File: src/include/ecc_macros.svh
`ifndef ECC_MACROS_SVH
`define ECC_MACROS_SVH

// data path widths
`define ECC_DW         64
`define ECC_CHUNK      32
`define ECC_NCHUNK     2

// request fields
`define ECC_AW         9
`define ECC_BW         8
`define ECC_UW         4

// check bits per protected field
`define ECC_EW_DW      7
`define ECC_RQMETAW    22
`define ECC_EW_RQMETA  7
`define ECC_RSMETAW    5
`define ECC_EW_RSMETA  5
`define ECC_EW         21

// bank size in 64-bit words
`define ECC_DEPTH      64

`endif
File: src/hw/ecc_pkg.sv
`include "ecc_macros.svh"

package ecc_pkg;

  typedef logic [`ECC_DW-1:0]    data_t;
  typedef logic [`ECC_CHUNK-1:0] chunk_t;
  typedef logic [`ECC_AW-1:0]    addr_t;
  typedef logic [`ECC_BW-1:0]    be_t;
  typedef logic [`ECC_UW-1:0]    user_t;
  typedef logic [`ECC_EW-1:0]    ecc_t;

  // wen high means read
  typedef struct packed {
    addr_t add;
    logic  wen;
    be_t   be;
    data_t data;
    user_t user;
  } tcdm_req_t;

  typedef struct packed {
    data_t r_data;
    logic  r_opc;
    user_t r_user;
  } tcdm_rsp_t;

  // idx-th odd-weight column (weight >= 3) for k check bits, k up to 8
  // ordered by weight first, then by value
  function automatic logic [7:0] hsiao_col(int unsigned k, int unsigned idx);
    logic [7:0]  col;
    int unsigned n;
    col = '0;
    n   = 0;
    for (int unsigned w = 3; w <= k; w += 2) begin
      for (int unsigned v = 0; v < (1 << k); v++) begin
        if ($countones(v) == w) begin
          if (n == idx) begin
            col = v[7:0];
          end
          n++;
        end
      end
    end
    return col;
  endfunction

endpackage

File: src/hw/hci_ecc_dec.sv
`include "ecc_macros.svh"

module hci_ecc_dec #(
  parameter bit EnableData = 1'b1
) (
  // protected request from the initiator
  input  logic                    req_i,
  input  ecc_pkg::tcdm_req_t      req_data_i,
  input  ecc_pkg::ecc_t           req_ecc_i,
  output logic                    gnt_o,
  // corrected request to the bank
  output logic                    bank_req_valid_o,
  output ecc_pkg::tcdm_req_t      bank_req_o,
  output logic                    bank_req_uncorr_o,
  input  logic                    bank_gnt_i,
  // response path
  input  ecc_pkg::tcdm_rsp_t      bank_rsp_i,
  input  logic                    bank_rsp_valid_i,
  output ecc_pkg::tcdm_rsp_t      rsp_o,
  output ecc_pkg::ecc_t           rsp_ecc_o,
  output logic                    rsp_valid_o,
  // error strobes
  output logic [`ECC_NCHUNK-1:0]  data_single_err_o,
  output logic [`ECC_NCHUNK-1:0]  data_multi_err_o,
  output logic                    meta_single_err_o,
  output logic                    meta_multi_err_o
);

  import ecc_pkg::*;

  localparam int unsigned ZeroBits = `ECC_EW - `ECC_NCHUNK*`ECC_EW_DW - `ECC_EW_RSMETA;

  addr_t                                    add_c;
  logic                                     wen_c;
  be_t                                      be_c;
  user_t                                    user_c;
  chunk_t [`ECC_NCHUNK-1:0]                 data_c;
  logic   [`ECC_NCHUNK-1:0]                 data_single;
  logic   [`ECC_NCHUNK-1:0]                 data_multi;
  logic   [1:0]                             meta_err;
  logic   [`ECC_NCHUNK-1:0][`ECC_EW_DW-1:0] r_data_ecc;
  logic   [`ECC_EW_RSMETA+`ECC_RSMETAW-1:0] r_meta_enc;

  // request metadata, add/wen/be/user from msb down
  hsiao_ecc_dec #(
    .DataWidth ( `ECC_RQMETAW   ),
    .ProtWidth ( `ECC_EW_RQMETA )
  ) i_meta_dec (
    .in_i       ( {req_ecc_i[`ECC_EW_RQMETA-1:0], req_data_i.add, req_data_i.wen,
                   req_data_i.be, req_data_i.user} ),
    .out_o      ( {add_c, wen_c, be_c, user_c} ),
    .syndrome_o (  ),
    .err_o      ( meta_err )
  );

  if (EnableData) begin : gen_data_dec
    for (genvar ii = 0; ii < `ECC_NCHUNK; ii++) begin : gen_chunk
      logic [1:0] chunk_err;

      hsiao_ecc_dec #(
        .DataWidth ( `ECC_CHUNK  ),
        .ProtWidth ( `ECC_EW_DW  )
      ) i_data_dec (
        .in_i       ( {req_ecc_i[`ECC_EW_RQMETA + ii*`ECC_EW_DW +: `ECC_EW_DW],
                       req_data_i.data[ii*`ECC_CHUNK +: `ECC_CHUNK]} ),
        .out_o      ( data_c[ii] ),
        .syndrome_o (  ),
        .err_o      ( chunk_err )
      );

      assign data_single[ii] = chunk_err[0];
      assign data_multi[ii]  = chunk_err[1];
    end
  end else begin : gen_no_data_dec
    // data unchecked
    assign data_c      = req_data_i.data;
    assign data_single = '0;
    assign data_multi  = '0;
  end

  assign bank_req_o = '{
    add:  add_c,
    wen:  wen_c,
    be:   be_c,
    data: data_c,
    user: user_c
  };

  // strobes only mean something during a request
  assign data_single_err_o = req_i ? data_single : '0;
  assign data_multi_err_o  = req_i ? data_multi  : '0;
  assign meta_single_err_o = req_i & meta_err[0];
  assign meta_multi_err_o  = req_i & meta_err[1];

  assign bank_req_uncorr_o = meta_multi_err_o | (|data_multi_err_o);
  assign bank_req_valid_o  = req_i;
  assign gnt_o             = bank_gnt_i;

  // response encoding
  if (EnableData) begin : gen_data_enc
    for (genvar ii = 0; ii < `ECC_NCHUNK; ii++) begin : gen_chunk
      logic [`ECC_EW_DW+`ECC_CHUNK-1:0] r_data_enc;

      hsiao_ecc_enc #(
        .DataWidth ( `ECC_CHUNK ),
        .ProtWidth ( `ECC_EW_DW )
      ) i_data_enc (
        .in_i  ( bank_rsp_i.r_data[ii*`ECC_CHUNK +: `ECC_CHUNK] ),
        .out_o ( r_data_enc )
      );

      assign r_data_ecc[ii] = r_data_enc[`ECC_CHUNK +: `ECC_EW_DW];
    end
  end else begin : gen_no_data_enc
    assign r_data_ecc = '0;
  end

  hsiao_ecc_enc #(
    .DataWidth ( `ECC_RSMETAW   ),
    .ProtWidth ( `ECC_EW_RSMETA )
  ) i_meta_enc (
    .in_i  ( {bank_rsp_i.r_opc, bank_rsp_i.r_user} ),
    .out_o ( r_meta_enc )
  );

  assign rsp_o       = bank_rsp_i;
  assign rsp_valid_o = bank_rsp_valid_i;
  assign rsp_ecc_o   = {{ZeroBits{1'b0}}, r_data_ecc, r_meta_enc[`ECC_RSMETAW +: `ECC_EW_RSMETA]};

  // no strobe without a request
  always_comb begin
    a_strobe_gate: assert final (
      req_i || !(|{data_single_err_o, data_multi_err_o, meta_single_err_o,
                   meta_multi_err_o})
    );
  end

endmodule

File: src/hw/hsiao_ecc_dec.sv
module hsiao_ecc_dec #(
  parameter int unsigned DataWidth = 32,
  parameter int unsigned ProtWidth = 7
) (
  input  logic [ProtWidth+DataWidth-1:0] in_i,
  output logic [DataWidth-1:0]           out_o,
  output logic [ProtWidth-1:0]           syndrome_o,
  output logic [1:0]                     err_o
);

  import ecc_pkg::*;

  logic [DataWidth-1:0]                data;
  logic [ProtWidth-1:0]                chk_rx;
  logic [ProtWidth-1:0][DataWidth-1:0] sel;
  logic [ProtWidth-1:0]                chk_calc;
  logic [ProtWidth-1:0]                syndrome;
  logic [DataWidth-1:0]                flip;
  logic                                chk_bit_err;
  logic                                single_err;
  logic                                multi_err;

  assign data   = in_i[DataWidth-1:0];
  assign chk_rx = in_i[DataWidth +: ProtWidth];

  for (genvar i = 0; i < DataWidth; i++) begin : gen_col
    localparam logic [ProtWidth-1:0] Col = ProtWidth'(hsiao_col(ProtWidth, i));

    for (genvar j = 0; j < ProtWidth; j++) begin : gen_row
      assign sel[j][i] = Col[j] & data[i];
    end

    // syndrome points at this data bit
    assign flip[i] = (syndrome == Col);
  end

  for (genvar j = 0; j < ProtWidth; j++) begin : gen_chk
    assign chk_calc[j] = ^sel[j];
  end

  assign syndrome = chk_calc ^ chk_rx;

  // weight one means a flipped check bit, data stays as is
  assign chk_bit_err = ($countones(syndrome) == 1);
  assign single_err  = (|flip) | chk_bit_err;
  // even weight or an odd pattern that is no column
  assign multi_err   = (|syndrome) & ~single_err;

  assign out_o      = data ^ flip;
  assign syndrome_o = syndrome;
  assign err_o      = {multi_err, single_err};

  // at most one data bit is corrected, and only on a single error
  always_comb begin
    a_err_class: assert final (
      !(err_o[0] && err_o[1]) &&
      ($countones(out_o ^ data) <= (err_o[0] ? 1 : 0))
    );
  end

endmodule

File: src/hw/hsiao_ecc_enc.sv
module hsiao_ecc_enc #(
  parameter int unsigned DataWidth = 32,
  parameter int unsigned ProtWidth = 7
) (
  input  logic [DataWidth-1:0]           in_i,
  output logic [ProtWidth+DataWidth-1:0] out_o
);

  import ecc_pkg::*;

  // sel[j][i] is data bit i if its column covers check bit j
  logic [ProtWidth-1:0][DataWidth-1:0] sel;
  logic [ProtWidth-1:0]                chk;

  for (genvar i = 0; i < DataWidth; i++) begin : gen_col
    localparam logic [ProtWidth-1:0] Col = ProtWidth'(hsiao_col(ProtWidth, i));

    for (genvar j = 0; j < ProtWidth; j++) begin : gen_row
      assign sel[j][i] = Col[j] & in_i[i];
    end
  end

  // one parity tree per check bit
  for (genvar j = 0; j < ProtWidth; j++) begin : gen_chk
    assign chk[j] = ^sel[j];
  end

  // check bits on top, data passes below
  assign out_o = {chk, in_i};

endmodule

File: config.mk
export PLATFORM = sky130hd
export DESIGN_NAME = hci_ecc_dec
export DESIGN_NICKNAME = d
export VERILOG_FILES = /design/src/hw/ecc_pkg.sv /design/src/hw/hci_ecc_dec.sv /design/src/hw/hsiao_ecc_dec.sv /design/src/hw/hsiao_ecc_enc.sv
export VERILOG_INCLUDE_DIRS = /design/src /design/src/include
export SDC_FILE = /design/constraint.sdc
export NUM_CORES = 1
export LEC_CHECK = 0
export BUFFER_PORTS_ARGS = -buffer_cell sky130_fd_sc_hd__buf_2
export CAP_MARGIN = 20
export CORE_AREA = 2 2 140 142
export DETAILED_ROUTE_END_ITERATION = 16
export DIE_AREA = 0 0 142 144
export PLACE_DENSITY = 0.7
export SETUP_SLACK_MARGIN = 0.15
export SLEW_MARGIN = 25
export SYNTH_ARGS = -nofsm -noshare
export SYNTH_HDL_FRONTEND = slang
export SYNTH_HIERARCHICAL = 1
export SYNTH_SLANG_ARGS = --single-unit
export TNS_END_PERCENT = 100
File: constraint.sdc
create_clock -name vclk -period 10.6
set_input_delay 2.12 -clock vclk [all_inputs]
set_output_delay 2.12 -clock vclk [all_outputs]
set_load 0.02 [all_outputs]
Word-level counts from Yosys, hierarchy flattened
Cells that the tools add are included.
- flip-flop bits (word level): 0
- input bits: 179
- output and inout bits: 186
- logic and storage cells: 174
- add/sub/neg operators: 18
- equality and inequality tests: 89
- mux-type cells: 2
- bitwise operators: 18
- reductions and logical operators: 47
- operators with widths (operator ; number):
    32-bit parity ; 28
    7-bit by 6-bit equality test with 1-bit output (second input constant) ; 30
    7-bit equality test (second input constant) ; 26
    22-bit parity ; 7
    7-bit by 5-bit equality test with 1-bit output (second input constant) ; 18
    32-bit OR reduction ; 2
    32-bit XOR ; 2
    7-bit by 4-bit equality test with 1-bit output (second input constant) ; 9
    32-bit by 2-bit adder with 32-bit output ; 1
    32-bit by 3-bit adder with 32-bit output ; 1
    32-bit by 2-bit equality test with 1-bit output (second input constant) ; 1
    5-bit parity ; 5
    22-bit OR reduction ; 1
    22-bit XOR ; 1
    7-bit by 3-bit equality test with 1-bit output (second input constant) ; 3
    7-bit OR reduction ; 3
    7-bit XOR ; 3
    1-bit by 1-bit adder with 2-bit output ; 9
    2-bit by 1-bit adder with 3-bit output ; 3
    3-bit by 3-bit adder with 4-bit output ; 2
    4-bit by 1-bit equality test with 1-bit output (second input constant) ; 2
    2-bit by 2-bit adder with 3-bit output ; 2
    1-bit AND ; 5
    2-bit 2-to-1 mux ; 2
    3 further kinds ; 8

Logic depth before layout (Yosys ltp)
- depth in word-level cells: 12
- mapped depth: 18
- mapped depth without buffers: 17

By module
The synthesis kept the hierarchy.
- by module, submodules not included (module ; times used ; cells an instance ; area each (µm²) ; sequential area each (µm²)):
    hsiao_ecc_dec at gen_data_dec.gen_chunk[0].i_data_dec ... ; 2 ; 229 ; 1746.7 ; 0.0
    hsiao_ecc_enc at gen_data_enc.gen_chunk[0].i_data_enc ... ; 2 ; 83 ; 923.4 ; 0.0
    hsiao_ecc_dec at i_meta_dec ; 1 ; 166 ; 1328.8 ; 0.0
    hci_ecc_dec ; 1 ; 82 ; 606.8 ; 0.0
    hsiao_ecc_enc at i_meta_enc ; 1 ; 14 ; 122.6 ; 0.0

Worst setup path before layout
No wires, ideal clock.
- path kind: input -> output
- start: input port req_data_i[30] in the netlist's numbering
- end: output port bank_req_uncorr_o
- arrival: 5.540 ns
- required time: 8.480 ns
- setup slack: 2.940 ns
- stages: 18
- buffers on the path: 1
- cell sequence: xor2_1 -> xnor2_1 -> xnor2_1 -> xnor2_1 -> xnor2_1 -> ha_1 -> fa_1 -> inv_1 -> ha_1 -> inv_1 -> fa_1 -> a2111oi_0 -> a21oi_1 -> nor2_1 -> a211oi_2 -> and3_1 -> buf_4 -> o31a_1
- word-level cells in the longest chain between the ends: 12
- elaborated cells on any way between the ends: 50
- classes of those cells: 5 x add/sub; 33 x eq/ne; 1 x mux; 5 x bitwise; 6 x reduce/logical
- RTL lines (what ; RTL line ; text):
    start, declared ; hci_ecc_dec.sv:8 ; input ecc_pkg::tcdm_req_t req_data_i,
    32-bit parity ; hsiao_ecc_dec.sv:38 ; assign chk_calc[j] = ^sel[j];
    7-bit XOR * ; hsiao_ecc_dec.sv:41 ; assign syndrome = chk_calc ^ chk_rx;
    1-bit by 1-bit adder with 2-bit output (not written as such) ; hsiao_ecc_dec.sv:44 ; assign chk_bit_err = ($countones(syndrome) == 1);
    2-bit by 2-bit adder with 3-bit output (not written as such) / 2-bit by 1-bit adder with 3-bit output (equally long branches) ; hsiao_ecc_dec.sv:44 ;
    3-bit by 3-bit adder with 4-bit output (not written as such) ; hsiao_ecc_dec.sv:44 ;
    4-bit by 1-bit equality test with 1-bit output ; hsiao_ecc_dec.sv:44 ;
    1-bit OR ; hsiao_ecc_dec.sv:45 ; assign single_err = (|flip) | chk_bit_err;
    1-bit inverter ; hsiao_ecc_dec.sv:47 ; assign multi_err = (|syndrome) & ~single_err;
    1-bit AND * ; hsiao_ecc_dec.sv:47 ;
    via gen_data_dec.gen_chunk[0].i_data_dec.multi_err ; hsiao_ecc_dec.sv:21 ; logic multi_err;
    2-bit 2-to-1 mux * ; hci_ecc_dec.sv:91 ; assign data_multi_err_o = req_i ? data_multi : '0;
    2-bit OR reduction * ; hci_ecc_dec.sv:95 ; assign bank_req_uncorr_o = meta_multi_err_o | (|data_multi_err_o);
    1-bit OR * ; hci_ecc_dec.sv:95 ;
    end, declared ; hci_ecc_dec.sv:14 ; output logic bank_req_uncorr_o,
Mark *: on every way through the listed nets, which the timed path passes. The rest lies on a longest branch.

Final worst setup path
- start: input port req_data_i[75] in the netlist's numbering
- end: output port meta_multi_err_o
- word-level cells in the longest chain between the ends: 10
- elaborated cells on any way between the ends: 39
- classes of those cells: 6 x add/sub; 23 x eq/ne; 5 x bitwise; 5 x reduce/logical
- RTL lines (what ; RTL line ; text):
    22-bit parity * ; hsiao_ecc_dec.sv:38 ;
    7-bit XOR * ; hsiao_ecc_dec.sv:41 ;
    via i_meta_dec.syndrome_o[5] ; hsiao_ecc_dec.sv:7 ; output logic [ProtWidth-1:0] syndrome_o,
    1-bit by 1-bit adder with 2-bit output (not written as such) ; hsiao_ecc_dec.sv:44 ;
    2-bit by 1-bit adder with 3-bit output (not written as such) ; hsiao_ecc_dec.sv:44 ;
    32-bit by 3-bit adder with 32-bit output (not written as such) ; hsiao_ecc_dec.sv:44 ;
    32-bit by 2-bit equality test with 1-bit output ; hsiao_ecc_dec.sv:44 ;
    1-bit OR * ; hsiao_ecc_dec.sv:45 ;
    via meta_err[0] ; hci_ecc_dec.sv:40 ; logic [1:0] meta_err;
    1-bit inverter * ; hsiao_ecc_dec.sv:47 ;
    1-bit AND * ; hsiao_ecc_dec.sv:47 ;
    via meta_err[1] ; hci_ecc_dec.sv:40 ;
    1-bit AND * ; hci_ecc_dec.sv:93 ; assign meta_multi_err_o = req_i & meta_err[1];
    end, declared ; hci_ecc_dec.sv:26 ; output logic meta_multi_err_o
Marks and branches as above.

==> reports/qor_table.md <==
| Stage | Item | This run |
| --- | --- | --- |
| clock network | Post_cts resized | 0 |
| placement | Placed standard-cell area | 8240 um2 |
| final layout | Number of nets in the layout | 1304 |
| sta | Final number of max-transition violations | 0 |
| power | Portion of total power attributed to combinational logic | 1.000 |
| global route | Global-route congestion overflow total | 0 |
| final layout | Clock buffer count | 0 |
| global route | Largest net degree at the start of global routing | 17 |
| floorplanning | Core area | 19100 um2 |
| sta | Final count of hold timing violations | 0 |
| sta | Final cycle utilization of the critical path | 0.773 |
| run status | Result of the run | complete, no violations |
| final layout | Storage element area | 0 um2 |
| drt | Detail Route Antenna Nets | 0 |
| sta | Setup_tns | 0 ns |
| drt | Number of remaining DRC errors | 0 |
| critical path | Maximum fanout count along the critical path | 3 |
| floorplanning | Height of the die | 144 um |
| sta | Slew at the pin closest to its max-slew limit | 0.600 ns |
| floorplanning | Number of placement rows | 51 |
| power | Relative contribution of the clock network to total power | 0 |
| min path | Worst hold path depth | 0 |
| synthesis | Post-synthesis cell count | 817 |
| drt | Total wire length | 19500 um |
| drt | Number of detailed-route iterations in the first pass | 7 |
| power | Reported net switching power | 1.28 mW |
| job | Maximum capacitance violations | 0 |
| critical path | Worst Path Arrival | 6.07 ns |
| drt | Routed length per instance | 14.9 um |
| drt | Vias/cell | 4.73 |
| min path | Type of the worst min-delay path | input port to output port |
| global route | First-pass GRT wire length | 29000 um |
| power | Switch share | 0.604 |
| sta | Period minus WS final | 8.19 ns |
| critical path | CP required | 8.48 ns |
| global route | Number of antenna violations at the first check in global routing | 0 |
| min path | Min-delay src | bank_rsp_valid_i |
| power | Ratio of total power to cell area | 257 nW/um2 |
| sta | Unrepaired setup endpoints after global routing | false |
| placement | # port buffers | 359 |
| min path | Endpoint with the worst hold slack | rsp_valid_o |
| power | Power Internal | 0.841 mW |
| power | Seq pwr share | 0 |
| power | Reported leakage power | 3.86 nW |
| critical path | Kind of critical path | input port to output port |
| critical path | Kind of end point of the critical path | output port |
| clock network | Setup Fix Bufs, Post-CTS | 0 |
| global route | Total routing resource utilization after global routing | 0.171 |
| floorplanning | Die Outline Area | 20400 um2 |
| sta | Number of setup violations in the final report | 0 |
| critical path | Critical path launch point type | input port |
| placement | Post-DP HPWL | 17000 um |
| drt | Total via count after detailed routing | 6192 |
| power | Final Total Pwr | 2.12 mW |
| clock network | Number of hold buffers added after cts | 0 |
| sta | Worst relative slew slack | 0.600 |
| floorplanning | Effective utilization at floorplan | 0.361 |
| final layout | Layout filler cell count | 1921 |
| synthesis | Synth Area per Inst | 8.42 um2 |
| synthesis | Total standard cell area after synthesis | 6880 um2 |
| global route | Via count of the first global-routing pass | 5824 |
| final layout | Layout cell share with drive strength beyond 1 | 0.352 |
| floorplanning | Floorplan die width | 142 um |
| final layout | FF+latch count | 0 |
| placement | Global placement routability congestion | 0.885 |
| final layout | Post-route cell area | 8240 um2 |
| drt | DRC violation total after the first TritonRoute iteration | 203 |
| sta | Timing-limited maximum frequency | 122 MHz |
| synthesis | Yosys synthesis warning count | 6 |
| power | Maximum resistive drop on vdd | 0.289 mV |
| floorplanning | IO Count | 365 |
| final layout | Area growth syn-to-layout | 19.8% |
## layer usage
metal / vias to the layer above / track usage / part of all wire
met5: - / 0 / 0
met4: 0 / 0.0153 / 0.0088
met3: 12 / 0.00563 / 0.040
met2: 202 / 0.311 / 0.51
met1: 2902 / 0.233 / 0.45
li1: 3076 / - / -
## stage by stage
| step | util | instances | hold slack [ns] | worst slack, ns |
|---|---|---|---|---|
| finish | 0.432 | 1309 | 4.24 | 2.41 |
| global route | 0.432 | 1308 | 4.24 | 2.07 |
| global placement | 0.432 | 1308 | 4.24 | 2.40 |
| CTS | 0.432 | 1308 | 4.24 | 2.35 |
| detailed placement | 0.432 | 1308 | 4.24 | 2.38 |
| floorplan | - | 818 | 4.35 | 2.94 |
## how the worst max path moves through the flow
stage                        start           endpoint  slack (ns)  depth (start not counted)
floorplan           req_data_i[30]  bank_req_uncorr_o        2.94                         18
global placement    req_data_i[75]  bank_req_uncorr_o        2.40                         16
detailed placement  req_data_i[75]   meta_multi_err_o        2.38                         16
CTS                 req_data_i[75]   meta_multi_err_o        2.35                         16
global route        req_data_i[75]   meta_multi_err_o        2.07                         18
finish              req_data_i[75]   meta_multi_err_o        2.41                         16
## final cells by class
type	count	area, um2	share of cell area
multi-input combinational	664	5970	0.724
timing repair buffer	359	1800	0.218
tap	238	298	0.0361
inverter	47	176	0.0214
antenna	1	2.50	0.000304
## placed cells by master (no fill, tap or decap), types with 2 or more instances in the layout
master	count
xnor2_2	2
and2_1	16
inv_1	44
ha_1	46
nand3b_1	2
a21boi_0	3
xnor3_1	32
nor4_1	2
nand4_1	11
nand3_1	61
a2111oi_0	2
o211ai_1	4
nor2_2	2
nand2b_1	2
and2_2	3
o22ai_1	2
buf_2	359
xor3_1	4
xor2_1	56
a21oi_1	12
nor2_1	17
fa_1	7
and3_1	5
a211oi_2	2
inv_2	3
conb_1	2
xnor2_1	304
nand2_1	22
a22o_1	2
o21ai_0	12
mux2i_1	4
a22oi_1	9
nor3_1	4
## critical path: stages
cell and delay, ns:
buf_2 0.13, xor2_1 0.18, xnor2_1 0.29, xnor2_1 0.19, xor2_1 0.30, ha_1 0.30, fa_1 0.48, inv_1 0.05
fa_1 0.41, inv_1 0.08, fa_1 0.41, a32oi_1 0.19, nand4_1 0.27, a41oi_2 0.35, and2_1 0.17, buf_2 0.15
## power groups by stage
| stage | logic (mW) | registers, mW | clock network [mW] |
|---|---|---|---|
| finish | 2.12 | 0 | 0.00000104 |
| global route | 2.37 | 0 | 0 |
| detailed placement | 2.12 | 0 | 0 |
| global placement | 2.10 | 0 | 0 |
| floorplan | 1.75 | 0 | 0 |
| CTS | 2.14 | 0 | 0 |
(Power assumes the default switching activity.)
